File: config.mk
export PLATFORM = sky130hd
export DESIGN_NAME = spi_slave_top
export DESIGN_NICKNAME = d
export VERILOG_FILES = /design/src/common/spi_pins_pkg.sv /design/src/common/spi_word_pkg.sv /design/src/logic/spi_pin_sync.sv /design/src/logic/spi_edge_detect.sv /design/src/spi_slave/spi_rx_deserializer.sv /design/src/spi_slave/spi_tx_serializer.sv /design/src/spi_slave/spi_slave_top.sv
export SDC_FILE = /design/constraint.sdc
export NUM_CORES = 1
export LEC_CHECK = 0
export BUFFER_PORTS_ARGS = -buffer_cell sky130_fd_sc_hd__buf_4
export CAP_MARGIN = 15
export CORE_ASPECT_RATIO = 1.4
export CORE_MARGIN = 5
export CORE_UTILIZATION = 45
export CTS_BUF_LIST = sky130_fd_sc_hd__clkbuf_8
export CTS_CLUSTER_SIZE = 8
export DETAILED_ROUTE_END_ITERATION = 10
export PLACE_DENSITY = 0.77
export REMOVE_ABC_BUFFERS = 1
export SYNTH_ARGS = -nofsm -noshare
export SYNTH_HDL_FRONTEND = slang
export SYNTH_SLANG_ARGS = --single-unit
File: constraint.sdc
create_clock -name aclk -period 4.6 [get_ports aclk]
set_clock_uncertainty 0.15 [all_clocks]
set_input_delay 0.69 -clock aclk [delete_from_list [all_inputs] [get_ports aclk]]
set_output_delay 0.69 -clock aclk [all_outputs]
set_load 0.005 [all_outputs]
File: src/common/spi_pins_pkg.sv
// SPI pin and event types

package spi_pins_pkg;

    // ----------------------------------------------------------------------
    // Synchronized pin bundle
    // ----------------------------------------------------------------------

    typedef struct packed {
        logic sck;
        logic ss_n;
        logic si;
    } spi_pins_t;

    // Bus idle: clock low, slave deselected
    localparam spi_pins_t PINS_IDLE = '{sck: 1'b0, ss_n: 1'b1, si: 1'b0};

    // ----------------------------------------------------------------------
    // SCK edge events, aligned with their data bit
    // ----------------------------------------------------------------------

    typedef struct packed {
        logic capture;
        logic launch;
        logic selected;
        logic si;
    } spi_event_t;

    localparam spi_event_t EVENT_NONE = '{default: 1'b0};

endpackage

File: src/common/spi_word_pkg.sv
// SPI word types

package spi_word_pkg;

    // Bits per SPI word
    localparam int WORD_WIDTH = 8;

    typedef logic [WORD_WIDTH-1:0] spi_word_t;

    // Counts the bits of one word
    typedef logic [$clog2(WORD_WIDTH)-1:0] bit_index_t;

    localparam bit_index_t FIRST_BIT = '0;
    localparam bit_index_t LAST_BIT  = bit_index_t'(WORD_WIDTH - 1);

endpackage

File: src/logic/spi_pin_sync.sv
// SPI pin synchronizer

`timescale 1ns/1ps

module spi_pin_sync
    import spi_pins_pkg::*;
(
    input  logic      aclk,
    input  logic      aresetn,
    input  logic      sck,
    input  logic      ss_n,
    input  logic      si,
    output spi_pins_t pins_sync
);

    // First stage, may go metastable
    spi_pins_t pins_meta;

    // ----------------------------------------------------------------------
    // Two flops per pin
    // ----------------------------------------------------------------------

    always_ff @(posedge aclk) begin
        if (!aresetn) begin
            // Idle pattern, so no false edge follows reset
            pins_meta <= PINS_IDLE;
            pins_sync <= PINS_IDLE;
        end else begin
            pins_meta.sck  <= sck;
            pins_meta.ss_n <= ss_n;
            pins_meta.si   <= si;
            pins_sync      <= pins_meta;
        end
    end

endmodule

File: src/logic/spi_edge_detect.sv
// SCK edge detector

`timescale 1ns/1ps

module spi_edge_detect
    import spi_pins_pkg::*;
(
    input  logic       aclk,
    input  logic       aresetn,
    input  spi_pins_t  pins_sync,
    output spi_event_t spi_event
);

    // SCK as seen one cycle earlier
    logic sck_prev;

    logic sck_fall;
    logic sck_rise;
    logic selected;

    assign selected = !pins_sync.ss_n;
    assign sck_fall = sck_prev && !pins_sync.sck;
    assign sck_rise = !sck_prev && pins_sync.sck;

    always_ff @(posedge aclk) begin
        if (!aresetn) begin
            sck_prev <= 1'b0;
        end else begin
            sck_prev <= pins_sync.sck;
        end
    end

    // ----------------------------------------------------------------------
    // Registered events, si and select level travel with the pulses
    // ----------------------------------------------------------------------

    always_ff @(posedge aclk) begin
        if (!aresetn) begin
            spi_event <= EVENT_NONE;
        end else begin
            spi_event.capture  <= sck_fall && selected;
            spi_event.launch   <= sck_rise && selected;
            spi_event.selected <= selected;
            spi_event.si       <= pins_sync.si;
        end
    end

endmodule

File: src/spi_slave/spi_rx_deserializer.sv
// SPI receive deserializer

`timescale 1ns/1ps

module spi_rx_deserializer
    import spi_pins_pkg::*, spi_word_pkg::*;
(
    input  logic       aclk,
    input  logic       aresetn,
    input  spi_event_t spi_event,
    output spi_word_t  rx_tdata,
    output logic       rx_tvalid,
    input  logic       rx_tready
);

    bit_index_t            bit_cnt;
    logic [WORD_WIDTH-2:0] shift_q;
    spi_word_t             word_in;
    logic                  word_done;
    logic                  word_held;

    // ----------------------------------------------------------------------
    // Bit counter, restarts whenever the slave is deselected
    // ----------------------------------------------------------------------

    always_ff @(posedge aclk) begin
        if (!aresetn) begin
            bit_cnt <= FIRST_BIT;
        end else if (!spi_event.selected) begin
            bit_cnt <= FIRST_BIT;
        end else if (spi_event.capture) begin
            bit_cnt <= bit_cnt + 1'b1;
        end
    end

    // First bit in ends up as the MSB
    always_ff @(posedge aclk) begin
        if (spi_event.capture) begin
            shift_q <= {shift_q[WORD_WIDTH-3:0], spi_event.si};
        end
    end

    assign word_in   = {shift_q, spi_event.si};
    assign word_done = spi_event.capture && (bit_cnt == LAST_BIT);

    // ----------------------------------------------------------------------
    // Receive stream register
    // ----------------------------------------------------------------------

    // A waiting word blocks the load, the new word is dropped
    assign word_held = rx_tvalid && !rx_tready;

    always_ff @(posedge aclk) begin
        if (word_done && !word_held) begin
            rx_tdata <= word_in;
        end
    end

    always_ff @(posedge aclk) begin
        if (!aresetn) begin
            rx_tvalid <= 1'b0;
        end else if (word_done) begin
            rx_tvalid <= 1'b1;
        end else if (rx_tready) begin
            rx_tvalid <= 1'b0;
        end
    end

endmodule

File: src/spi_slave/spi_tx_serializer.sv
// SPI transmit serializer

`timescale 1ns/1ps

module spi_tx_serializer
    import spi_pins_pkg::*, spi_word_pkg::*;
(
    input  logic       aclk,
    input  logic       aresetn,
    input  spi_event_t spi_event,
    input  logic       ss_n,
    input  spi_word_t  tx_tdata,
    input  logic       tx_tvalid,
    output logic       tx_tready,
    output logic       so,
    output logic       so_en
);

    bit_index_t            bit_cnt;
    logic [WORD_WIDTH-2:0] shift_q;
    spi_word_t             word_load;

    // ----------------------------------------------------------------------
    // Bit counter on launch events
    // ----------------------------------------------------------------------

    always_ff @(posedge aclk) begin
        if (!aresetn) begin
            bit_cnt <= FIRST_BIT;
        end else if (!spi_event.selected) begin
            bit_cnt <= FIRST_BIT;
        end else if (spi_event.launch) begin
            bit_cnt <= bit_cnt + 1'b1;
        end
    end

    // One-cycle request at the start of each word
    assign tx_tready = spi_event.launch && (bit_cnt == FIRST_BIT);

    // Nothing offered means a word of zeros
    assign word_load = tx_tvalid ? tx_tdata : '0;

    // ----------------------------------------------------------------------
    // Output shifter, MSB first
    // ----------------------------------------------------------------------

    always_ff @(posedge aclk) begin
        if (!aresetn) begin
            so <= 1'b0;
        end else if (tx_tready) begin
            so <= word_load[WORD_WIDTH-1];
        end else if (spi_event.launch) begin
            so <= shift_q[WORD_WIDTH-2];
        end
    end

    always_ff @(posedge aclk) begin
        if (tx_tready) begin
            shift_q <= word_load[WORD_WIDTH-2:0];
        end else if (spi_event.launch) begin
            shift_q <= {shift_q[WORD_WIDTH-3:0], 1'b0};
        end
    end

    // Drive SO straight from the raw select pin
    assign so_en = !ss_n;

endmodule

File: src/spi_slave/spi_slave_top.sv
// SPI slave top level

`timescale 1ns/1ps

module spi_slave_top
    import spi_pins_pkg::*, spi_word_pkg::*;
(
    input  logic      aclk,
    input  logic      aresetn,

    // SPI pins
    input  logic      sck,
    input  logic      ss_n,
    input  logic      si,
    output logic      so,
    output logic      so_en,

    // Receive stream
    output spi_word_t rx_tdata,
    output logic      rx_tvalid,
    input  logic      rx_tready,

    // Transmit stream
    input  spi_word_t tx_tdata,
    input  logic      tx_tvalid,
    output logic      tx_tready
);

    spi_pins_t  pins_sync;
    spi_event_t spi_event;

    // ----------------------------------------------------------------------
    // Pin side
    // ----------------------------------------------------------------------

    spi_pin_sync i_pin_sync (
        .aclk      (aclk),
        .aresetn   (aresetn),
        .sck       (sck),
        .ss_n      (ss_n),
        .si        (si),
        .pins_sync (pins_sync)
    );

    spi_edge_detect i_edge_detect (
        .aclk      (aclk),
        .aresetn   (aresetn),
        .pins_sync (pins_sync),
        .spi_event (spi_event)
    );

    // ----------------------------------------------------------------------
    // Data paths
    // ----------------------------------------------------------------------

    spi_rx_deserializer i_rx_deserializer (
        .aclk      (aclk),
        .aresetn   (aresetn),
        .spi_event (spi_event),
        .rx_tdata  (rx_tdata),
        .rx_tvalid (rx_tvalid),
        .rx_tready (rx_tready)
    );

    spi_tx_serializer i_tx_serializer (
        .aclk      (aclk),
        .aresetn   (aresetn),
        .spi_event (spi_event),
        .ss_n      (ss_n),
        .tx_tdata  (tx_tdata),
        .tx_tvalid (tx_tvalid),
        .tx_tready (tx_tready),
        .so        (so),
        .so_en     (so_en)
    );

endmodule

==> results of run 1 <==
-- layout by cell type (no fill, tap or decap) --
| master | synthesis | layout |
|---|---|---|
| nand2b_1 | 2 | 2 |
| a21boi_0 | 1 | 1 |
| ha_1 | 4 | 4 |
| dfxtp_1 | 19 | 19 |
| clkinv_2 | 0 | 1 |
| buf_4 | 1 | 26 |
| mux2i_1 | 3 | 3 |
| nand2_1 | 16 | 16 |
| and3b_1 | 2 | 2 |
| a211oi_1 | 1 | 1 |
| clkbuf_8 | 0 | 5 |
| inv_1 | 5 | 5 |
| clkinv_1 | 0 | 2 |
| o21ai_2 | 4 | 4 |
| and2_1 | 6 | 6 |
| nor2_1 | 6 | 6 |
| o21ai_1 | 2 | 2 |
| nand3b_4 | 1 | 1 |
| xnor2_1 | 3 | 3 |
| nor2b_1 | 2 | 2 |
| and3_1 | 1 | 1 |
| a21oi_1 | 2 | 2 |
| edfxtp_1 | 22 | 22 |
| o21ai_0 | 1 | 1 |
-- area by class of cell --
cell class	instances	area, um2	share of cell area (%)
Clock buffer	5	68.8	3.92
Inverter	5	18.8	1.07
Clock inverter	3	12.5	0.713
Sequential cell	41	1040	59.3
Timing Repair Buffer	26	195	11.1
Tap cell	39	48.8	2.78
Multi-Input combinational cell	57	370	21.1
-- worst max-delay path by stage --
stage	start	to	depth (start not counted)
2_1_floorplan	i_edge_detect.spi_event[2]	tx_tready	2
3_3_place_gp	i_edge_detect.spi_event[2]	tx_tready	3
3_5_place_dp	i_edge_detect.spi_event[2]	tx_tready	3
4_1_cts	i_edge_detect.spi_event[2]	tx_tready	3
5_1_grt	i_edge_detect.spi_event[2]	tx_tready	3
6_report	i_edge_detect.spi_event[2]	tx_tready	3
-- flip-flops by register name (all words and copies together) (netlist names), 3 cells and up --
| register | cells |
|---|---|
| i_pin_sync.pins_sync | 3 |
| i_rx_deserializer.bit_cnt | 3 |
| i_tx_serializer.shift_q | 7 |
| i_edge_detect.spi_event | 4 |
| i_rx_deserializer.rx_tdata | 8 |
| i_rx_deserializer.shift_q | 7 |
| i_tx_serializer.bit_cnt | 3 |
| i_pin_sync.pins_meta | 3 |
-- critical path, cell delays in order, from the launching register on --
cell      delay, ns
dfxtp_1        0.70
nand3b_4       0.26
inv_1          0.15
buf_4          0.12
-- routing by layer --
layer  track usage (%)  up-vias
met1              10.7      391
met4              7.66        0
met3              6.48        6
met5                 0        -
li1                  -      420
met2              19.2       20
-- cells by family (layout without fill, tap and decap cells) --
kind of cell | count (synthesis) | count (layout) | synth area share, %
flip-flops | 41 | 41 | 70.9
AND/OR/NAND/NOR | 36 | 36 | 12.9
AO/OA/AOI/OAI | 11 | 11 | 5.11
buffers and inverters | 10 | 39 | 3.92
adder cells (fa/ha/maj) | 4 | 4 | 3.41
XOR/XNOR | 3 | 3 | 1.79
multiplexers | 3 | 3 | 2.04
-- through the flow --
stage                     power, W  worst slack, ns  hold WS (ns)
after global routing      0.000650             2.12         0.277
after global placement    0.000412             2.66         0.246
after CTS                 0.000627             2.23         0.260
after detailed placement  0.000413             2.55         0.248
final                     0.000617             2.25         0.253
after floorplan           0.000400             2.84         0.232
-- power by group through the flow --
stage	Sequential, W	Combinational [W]	Clock, W
final	0.000387	0.0000174	0.000213
after global routing	0.000387	0.0000196	0.000244
after CTS	0.000387	0.0000177	0.000223
after detailed placement	0.000395	0.0000175	0
after global placement	0.000395	0.0000171	0
after floorplan	0.000395	0.00000509	0
-- synth_stat cells (all sizes together) --
| master | n |
|---|---|
| inv | 5 |
| and3b | 2 |
| buf | 3 |
| edfxtp | 22 |
| dfxtp | 19 |
| nand2 | 16 |
| clkbuf | 2 |
| a211oi | 1 |
| nor2 | 6 |
| nor2b | 2 |
| ha | 4 |
| a21boi | 1 |
| mux2i | 3 |
| nand3b | 1 |
| o21ai | 7 |
| and2 | 6 |
| a21oi | 2 |
| xnor2 | 3 |
| and3 | 1 |
| nand2b | 2 |
==> metrics.yaml, run 1 <==
timing:
  slew_headroom_pct: 57.9
  setup_viol: 0
  hold_viol: 0
  worstMarginPinSlew_ns: 0.631
  fmax_mhz: 425
  period_minus_slack_ns: 2.35
  slew_violations: 0
  finalSetupTns_ns: 0
  post-route-period-util_pct: 51.2
  rsz0062_at_grt: "no"
power_and_ir_drop:
  switching_share_pct: 19.3
  pwr-share-seq_pct: 62.7
  power.switching_w: 0.000119
  p_leak_nw: 0.694
  clockPowerShare_pct: 34.5
  ir_drop_mv: 0.254
  cellInternalPower_w: 0.000498
  p_comb_share_pct: 2.8
  power.density_nw_per_um2: 352
final_layout:
  synthToLayoutAreaGrowth_pct: 19.5
  drive_gt1_share_pct: 27.0
  nFillCells: 270
  diodes: 0
  fin_nets: 155
  final_area_um2: 1760
  final_cells: 176
  final_core_util_pct: 56.2
routing:
  wl_um: 2230
  met2_length_um: 1230
  dr_wl_met3_um: 154
  top_layer: "met4"
  drc: 0
  drt_iter0_drc: 10
  drtAntennaViolNets: 0
  drtPass1Iterations: 4
  detail_route.wl_per_cell_um: 12.7
  wl_met1_um: 779
  num_vias: 837
  viasPerCell: 4.76
cts:
  cts_buffer_depth: 2
  post_cts_buffers: 0
  tritoncts: "yes"
  htree_levels: 2
  cts_resized: 0
  clkSlewWorstSetupHoldPaths_ns: 0.07
  cts_hold_buf: 0
  numCtsBuffers: 5
  cts_root_buf: "clkbuf_8"
  clock_latency_ns: 0.28
  clkSinkCount: 41
critical_path:
  reg2reg_slack_ns: 2.81
  cp.arrival_ns: 1.51
  cp.required_ns: 3.76
  ff2ff_path_depth: 2
  crit_fanout: 14
  end_kind: "primary output"
  cp-start-kind: "flop"
  r2r_start: "i_edge_detect.spi_event[3]"
  r2r-end: "i_rx_deserializer.rx_tdata[7]"
  crit_type: "reg2out"
synthesis:
  synth_top_area_share_pct: 45.0
  synth_top_cell_by_area: "edfxtp_1"
  synthTopCellsByArea: "edfxtp_1, dfxtp_1, nand2_1"
  ys_seq_elements: 41
  yosys_warnings: 0
  seq_area_frac_synth_pct: 70.9
  netlist_area_um2: 1470
  yosysUniqueCellTypes: 24
  synth.avg_cell_area_um2: 13.6
  synth_cells: 108
global_routing:
  grt_antenna_before_repair: 0
  grt-ovfl-total: 0
  grt_usage_pct: 11.7
  grt_pass1_vias: 884
  grt_max_degree: 15
  grt_pass1_wl_um: 3740
placed_design:
  place_inst: 168
  gp_congestion: 0.705
  place_area_um2: 1670
  port-buffer-count: 26
  dp_hpwl_um: 1660
floorplan:
  core_um2: 3120
  chipWidth_um: 58.3
  initial_utilization_pct: 47.0
  io_pins: 27
  fp.dieArea_um2: 4520
  die_height_um: 77.6
  fp-row-count: 24
run_status:
  status: "completed"
worst_hold_path:
  hold_class: "reg2reg"
  hold_depth: 1
  hold_path_end: "i_edge_detect.spi_event[1]"
  min_from: "i_pin_sync.pins_sync[1]"
run:
  maxCapViolCount: 0
Power figures use the tool's default switching activity.
==> inputs of run 2 (changes only) <==
Clock period 4.6 ns to 2.3 ns, I/O delays scaled along.
==> run 2 against run 1 <==
Compared with the run above: power grew 120%; utilization grew 1.3 points; critical path type unchanged; final cell count grew 1.1%; sequential cell count is the same; critical endpoint unchanged; cell area grew 2.3%; via count shrank 0.48%; largest power group unchanged; routed wire length shrank 1.5%; hold slack lost 0.16 ns.
==> metrics.yaml, run 2 (synthesis gave the netlist of run 1 again) <==
final_layout:
  diodes: 0  # unchanged
  layout_common_cells: "buf_4, edfxtp_1, dfxtp_1, nand2_1"
  nFillCells: 278  # +3.0%
  largest_reg_flops: 8  # unchanged
  final_common_cell: "buf_4"
  fin_nets: 157  # +1.3%
  largestRegisters: "i_rx_deserializer.rx_tdata (8), i_rx_deserializer.shift_q (7), i_tx_serializer.shift_q (7)"
  top_register: "i_rx_deserializer.rx_tdata"
  synthToLayoutAreaGrowth_pct: 22.2
  drive_gt1_share_pct: 28.1  # +1.1 points
cts:
  clkSinkCount: 41  # unchanged
  clock_latency_ns: 0.29  # about the same
  cts_hold_buf: 0  # unchanged
  tritoncts: "yes"
  clkSlewWorstSetupHoldPaths_ns: 0.07  # about the same
  post_cts_buffers: 0  # unchanged
  htree_levels: 2  # unchanged
  cts_resized: 0  # unchanged
  cts_buffer_depth: 2  # unchanged
  numCtsBuffers: 5  # unchanged
  cts_root_buf: "clkbuf_8"
floorplan:
  die_height_um: 77.6  # unchanged
  fp-row-count: 24  # unchanged
  fp.dieArea_um2: 4520  # unchanged
  initial_utilization_pct: 47.0  # unchanged
  core_um2: 3120  # unchanged
  chipWidth_um: 58.3  # unchanged
  io_pins: 27  # unchanged
critical_path:
  cp_cell_sequence: "inv_1 > ha_1 > nand3b_4 > inv_1 > buf_4"
  cp-start-kind: "flop"
  cp.arrival_ns: 1.37  # -0.14 ns
  ff2ff_path_depth: 4  # +2
  cp.required_ns: 1.80  # -1.96 ns
  crit_type: "reg2out"
  end_kind: "primary output"
  critPathMostFrequentCell: "inv_1"
  crit_slowest_cell: "dfxtp_1"
  crit_fanout: 14  # unchanged
  slowest_delay_ns: 0.37  # -0.33 ns
timing:
  fmax_mhz: 536
  setup_viol: 0  # unchanged
  post-route-period-util_pct: 81.2
  rsz0062_at_grt: "no"
  slew_violations: 0  # unchanged
  fin_hold_ws_ns: 0.0963  # -0.157 ns
  slew_headroom_pct: 60.0  # +2.1 points
  worstMarginPinSlew_ns: 0.599  # -0.0317 ns
  period_minus_slack_ns: 1.87
  hold_viol: 0  # unchanged
  finalSetupTns_ns: 0  # unchanged
global_routing:
  grt_usage_pct: 10.8  # -0.86 points
  grt_max_degree: 15  # unchanged
  grt_pass1_vias: 849  # -4.0%
  grt-ovfl-total: 0  # unchanged
  grt_pass1_wl_um: 3620  # -3.3%
  grt_antenna_before_repair: 0  # unchanged
worst_hold_path:
  hold_class: "in2reg"
  hold_depth: 3  # +2
routing:
  drtAntennaViolNets: 0  # unchanged
  num_vias: 833  # -0.48%
  detail_route.wl_per_cell_um: 12.3  # -2.6%
  drtPass1Iterations: 4  # unchanged
  drt_iter0_drc: 26  # +16
  drc: 0  # unchanged
  viasPerCell: 4.68  # -1.6%
  wl_um: 2200  # -1.5%
run:
  maxCapViolCount: 0  # unchanged
placed_design:
  gp_congestion: 0.723  # +2.6%
  dp_hpwl_um: 1620  # -2.8%
  port-buffer-count: 26  # unchanged
power_and_ir_drop:
  power.density_nw_per_um2: 749  # +110%
  fin_total_pwr_w: 0.00135  # +120%
  p_leak_nw: 0.719  # +3.6%
  ir_drop_mv: 0.541  # +110%
run_status:
  status: "completed"
-- run 2: critical path, delay by kind of cell, from the launching register on --
kind	cells	cell delay (ns)
fa+ha+maj	1	0.23
buf+inv	3	0.29
flops	1	0.37
simple gates	1	0.19
-- run 2: layout make-up --
cell class	instances	area [um2]	area share [%]
clock buffer	5	68.8	3.83
clock inverter	3	37.5	2.09
inverter	5	18.8	1.05
multi-input combinational	57	370	20.6
sequential	41	1040	58.0
tap	39	48.8	2.72
timing repair buffer	28	210	11.7
-- run 2: metrics by stage --
stage	utilization [%]	instances	cell area, um2	setup WS [ns]
4_1_cts	57.5	178	1800	0.407
3_3_place_gp	54.1	170	1690	0.635
3_5_place_dp	54.1	170	1690	0.606
2_1_floorplan	-	103	1430	0.698
6_report	57.5	178	1800	0.433
5_1_grt	57.5	178	1800	0.337
-- run 2: path summary, 6_finish.rpt --
path                           startpoint                            end  slack (ns)
max            i_tx_serializer.bit_cnt[0]                      tx_tready        0.43
min                                  ss_n        i_pin_sync.pins_meta[1]         0.1
max reg2reg  i_rx_deserializer.bit_cnt[0]  i_rx_deserializer.rx_tdata[4]        0.62
min reg2reg       i_pin_sync.pins_sync[1]     i_edge_detect.spi_event[1]        0.27
-- run 2: where the power goes --
group          switching [W]  internal, W  total (W)
logic              0.0000137    0.0000221  0.0000358
clock network       0.000221     0.000315   0.000536
registers         0.00000224     0.000771   0.000773
total               0.000237      0.00111    0.00135
-- run 2: metal layers --
layer	global-route usage (%)	wire length, um	part of all wire, %	up-vias
met1	10.9	824	38	382
met2	17.3	1150	52	25
met4	8.35	63	2.9	0
li1	-	-	-	421
met5	0	0	0	-
met3	4.32	161	7.3	5
==> inputs of run 3 (changes only) <==
Settings changed: ABC_AREA set to 1, PLACE_DENSITY 0.77 to 0.79.
Clock period 2.3 ns to 1.6 ns, I/O delays scaled along.
==> run 3 against run 2 <==
Compared with the run above: via count rose by 16%; synthesized cell count is 17% higher; critical path depth stayed put; critical endpoint unchanged; final cell count is 14% higher; highest routed layer unchanged; area after synthesis about the same; setup slack got worse by 0.38 ns; first-iteration DRC count shrank 54%; clock-buffer cell count stayed put.
==> metrics.yaml, run 3 <==
synthesis:
  ys_async_sr_fraction_pct: 0  # unchanged
  synth.avg_cell_area_um2: 11.6  # -14%
  yosys_warnings: 0  # unchanged
  synth_top_area_share_pct: 45.0  # about the same
  seq_area_frac_synth_pct: 70.9  # about the same
  synth_top_flop_cell: "edfxtp_1"
  synth_most_common_cell: "nand2_1"
  ys_seq_elements: 41  # unchanged
  yosysUniqueCellTypes: 20  # -17%
  synth_edf_count: 22  # unchanged
  yosys-top-cells-count: "nand2_1, edfxtp_1, dfxtp_1, inv_1"
  synthTopCellsByArea: "edfxtp_1, dfxtp_1, nand2_1"
  synth_cells: 126  # +17%
  netlist_area_um2: 1470  # about the same
  synth_top_cell_by_area: "edfxtp_1"
global_routing:
  grt_use_met3_pct: 4.82  # +0.50 points
  grt_pass1_vias: 963  # +13%
  grt_antenna_before_repair: 0  # unchanged
  grt_pass1_wl_um: 4170  # +15%
  grt_use_met2_pct: 20.4  # +3.0 points
  use_met1_pct: 12.9  # +2.0 points
  grt_max_degree: 14  # -1
  grt_busiest_layer: "met2"
  grt_usage_pct: 12.5  # +1.6 points
  grt-ovfl-total: 0  # unchanged
floorplan:
  die_height_um: 77.6  # about the same
  fp.dieArea_um2: 4520  # about the same
  io_pins: 27  # unchanged
  core_um2: 3120  # unchanged
  fp-row-count: 24  # unchanged
  initial_utilization_pct: 47.0  # about the same
  chipWidth_um: 58.3  # about the same
final_layout:
  largestRegisters: "i_rx_deserializer.rx_tdata (8), i_rx_deserializer.shift_q (7), i_tx_serializer.shift_q (7)"
  final_common_cell: "buf_4"
  largest_reg_flops: 8  # unchanged
  fin_nets: 182  # +16%
  synthToLayoutAreaGrowth_pct: 29.0
  layout_common_cells: "buf_4, nand2_1, edfxtp_1, dfxtp_1, inv_1"
  final_area_um2: 1890  # +5.4%
  drive_gt1_share_pct: 28.7  # +0.60 points
  top_register: "i_rx_deserializer.rx_tdata"
  diodes: 0  # unchanged
cts:
  tritoncts: "yes"
  clock_latency_ns: 0.29  # about the same
  clkSlewWorstSetupHoldPaths_ns: 0.07  # about the same
  cts_buffer_depth: 2  # unchanged
  cts_root_buf: "clkbuf_8"
  numCtsBuffers: 5  # unchanged
  htree_levels: 2  # unchanged
  clkSinkCount: 41  # unchanged
timing:
  fin_hold_ws_ns: 0.0404  # -0.0559 ns
  rsz0062_at_grt: "no"
  setup_ws_ns: 0.0515  # -0.382 ns
  slew_violations: 0  # unchanged
  worstMarginPinSlew_ns: 0.391  # -0.208 ns
  slew_headroom_pct: 73.9  # +14 points
  setup_viol: 0  # unchanged
  finalSetupTns_ns: 0  # unchanged
  post-route-period-util_pct: 96.8
  hold_viol: 0  # unchanged
  fmax_mhz: 646
  period_minus_slack_ns: 1.55
routing:
  drc: 0  # unchanged
  drtAntennaViolNets: 0  # unchanged
  drtPass1Iterations: 4  # unchanged
  wl_um: 2560  # +16%
  viasPerCell: 4.76  # +1.7%
  drt_iter0_drc: 12  # -54%
  detail_route.wl_per_cell_um: 12.6  # +2.0%
  num_vias: 966  # +16%
run:
  maxCapViolCount: 0  # unchanged
placed_design:
  place_area_um2: 1720  # +1.6%
  pre_cts_ws_ns: 0.168  # -0.438 ns
  dp_hpwl_um: 1790  # +11%
  gp_congestion: 0.763  # +5.5%
  port-buffer-count: 26  # unchanged
worst_hold_path:
  hold_class: "in2reg"
power_and_ir_drop:
  pwr-share-seq_pct: 57.1  # -0.4 points
  ir_drop_mv: 0.695  # +28%
  power.density_nw_per_um2: 1030  # +37%
  p_comb_share_pct: 2.9  # +0.2 points
  switching_share_pct: 18.0  # +0.41 points
  cellInternalPower_w: 0.00160  # +44%
  p_leak_nw: 0.804  # +12%
  power.switching_w: 0.000351  # +48%
  clockPowerShare_pct: 40.1  # +0.2 points
critical_path:
  cp-start-kind: "flop"
  crit_type: "reg2out"
  cp.arrival_ns: 1.16  # -0.21 ns
  cp.required_ns: 1.21  # -0.59 ns
  slowest_delay_ns: 0.33  # -0.04 ns
  end_kind: "primary output"
  crit_fanout: 7  # -7
  cp_cell_sequence: "inv_2 > ha_4 > nand2_8 > nor2_8 > buf_4"
  crit_slowest_cell: "dfxtp_2"
run_status:
  status: "completed"
run 3: changes by cell type in the layout (fill, tap and decap cells not counted), moves of 3 or more:
cell / before / now
o21ai_2: 4 / 0
a21oi_1: 2 / 6
nand2_1: 16 / 26
nand3_1: 0 / 6
inv_1: 6 / 14
mux2i_1: 3 / 0
o21ai_0: 1 / 7
and2_1: 6 / 0
buf_4: 28 / 31
dlygate4sd3_1: 0 / 3
run 3: cells by family after synthesis:
group,after synthesis,synth area share [%]
adder cells (fa/ha/maj),4,3.41
AO/OA/AOI/OAI,15,5.46
flip-flops,41,70.9
AND/OR/NAND/NOR,46,14.6
XOR/XNOR,1,0.597
buffers and inverters,19,5.03
run 3: power by group through the flow:
stage,combinational [W],clock [W],sequential (W)
finish,0.0000558,0.000781,0.00111
detailed placement,0.0000497,0,0.00114
global placement,0.0000480,0,0.00114
floorplan,0.0000120,0,0.00113
CTS,0.0000561,0.000808,0.00111
global route,0.0000628,0.000865,0.00111
run 3: metal layers:
layer | vias up | part of all wire [%]
met5 | - | 0
met4 | 0 | 3.2
met3 | 10 | 5.2
met2 | 19 | 54
met1 | 450 | 38
li1 | 487 | -
run 3: repair_timing:
item / 4_1_cts / 5_1_grt
hold buffers: 3 / 0
buffers inserted: 1 / 1
hold endpoints to repair: 3 / 0
setup endpoints to repair: 1 / 1
gates resized for setup: 5 / 2
pin swaps: 1 / 2
run 3: area by class of cell:
cell class / instances / area, um2
Tap cell: 39 / 48.8
Fill cell: 256 / 1230
Sequential cell: 41 / 1040
Timing Repair Buffer: 34 / 263
Clock buffer: 5 / 68.8
Multi-Input combinational cell: 66 / 374
Clock inverter: 3 / 38.8
Inverter: 15 / 56.3
run 3: worst max-delay path: cells and delay by family, from the launching register on:
kind	cells	cell delay [ns]
flops	1	0.33
buf+inv	2	0.19
fa+ha+maj	1	0.17
simple gates	2	0.17
run 3: path summary, 6_finish.rpt:
path,from,to,slack [ns],cells past startpoint
max reg2reg,i_rx_deserializer.bit_cnt[0],i_rx_deserializer.rx_tdata[0],0.16,5
min,aresetn,i_pin_sync.pins_meta[1],0.04,2
min reg2reg,i_pin_sync.pins_sync[0],i_edge_detect.spi_event[0],0.26,2
max,i_tx_serializer.bit_cnt[1],tx_tready,0.05,5
run 3: stage by stage:
step	utilization (%)	total power (W)	std cells
after floorplan	-	0.00115	122
after global placement	55.0	0.00118	190
after detailed placement	55.0	0.00119	190
after CTS	60.1	0.00198	202
after global routing	60.6	0.00204	203
final	60.6	0.00195	203
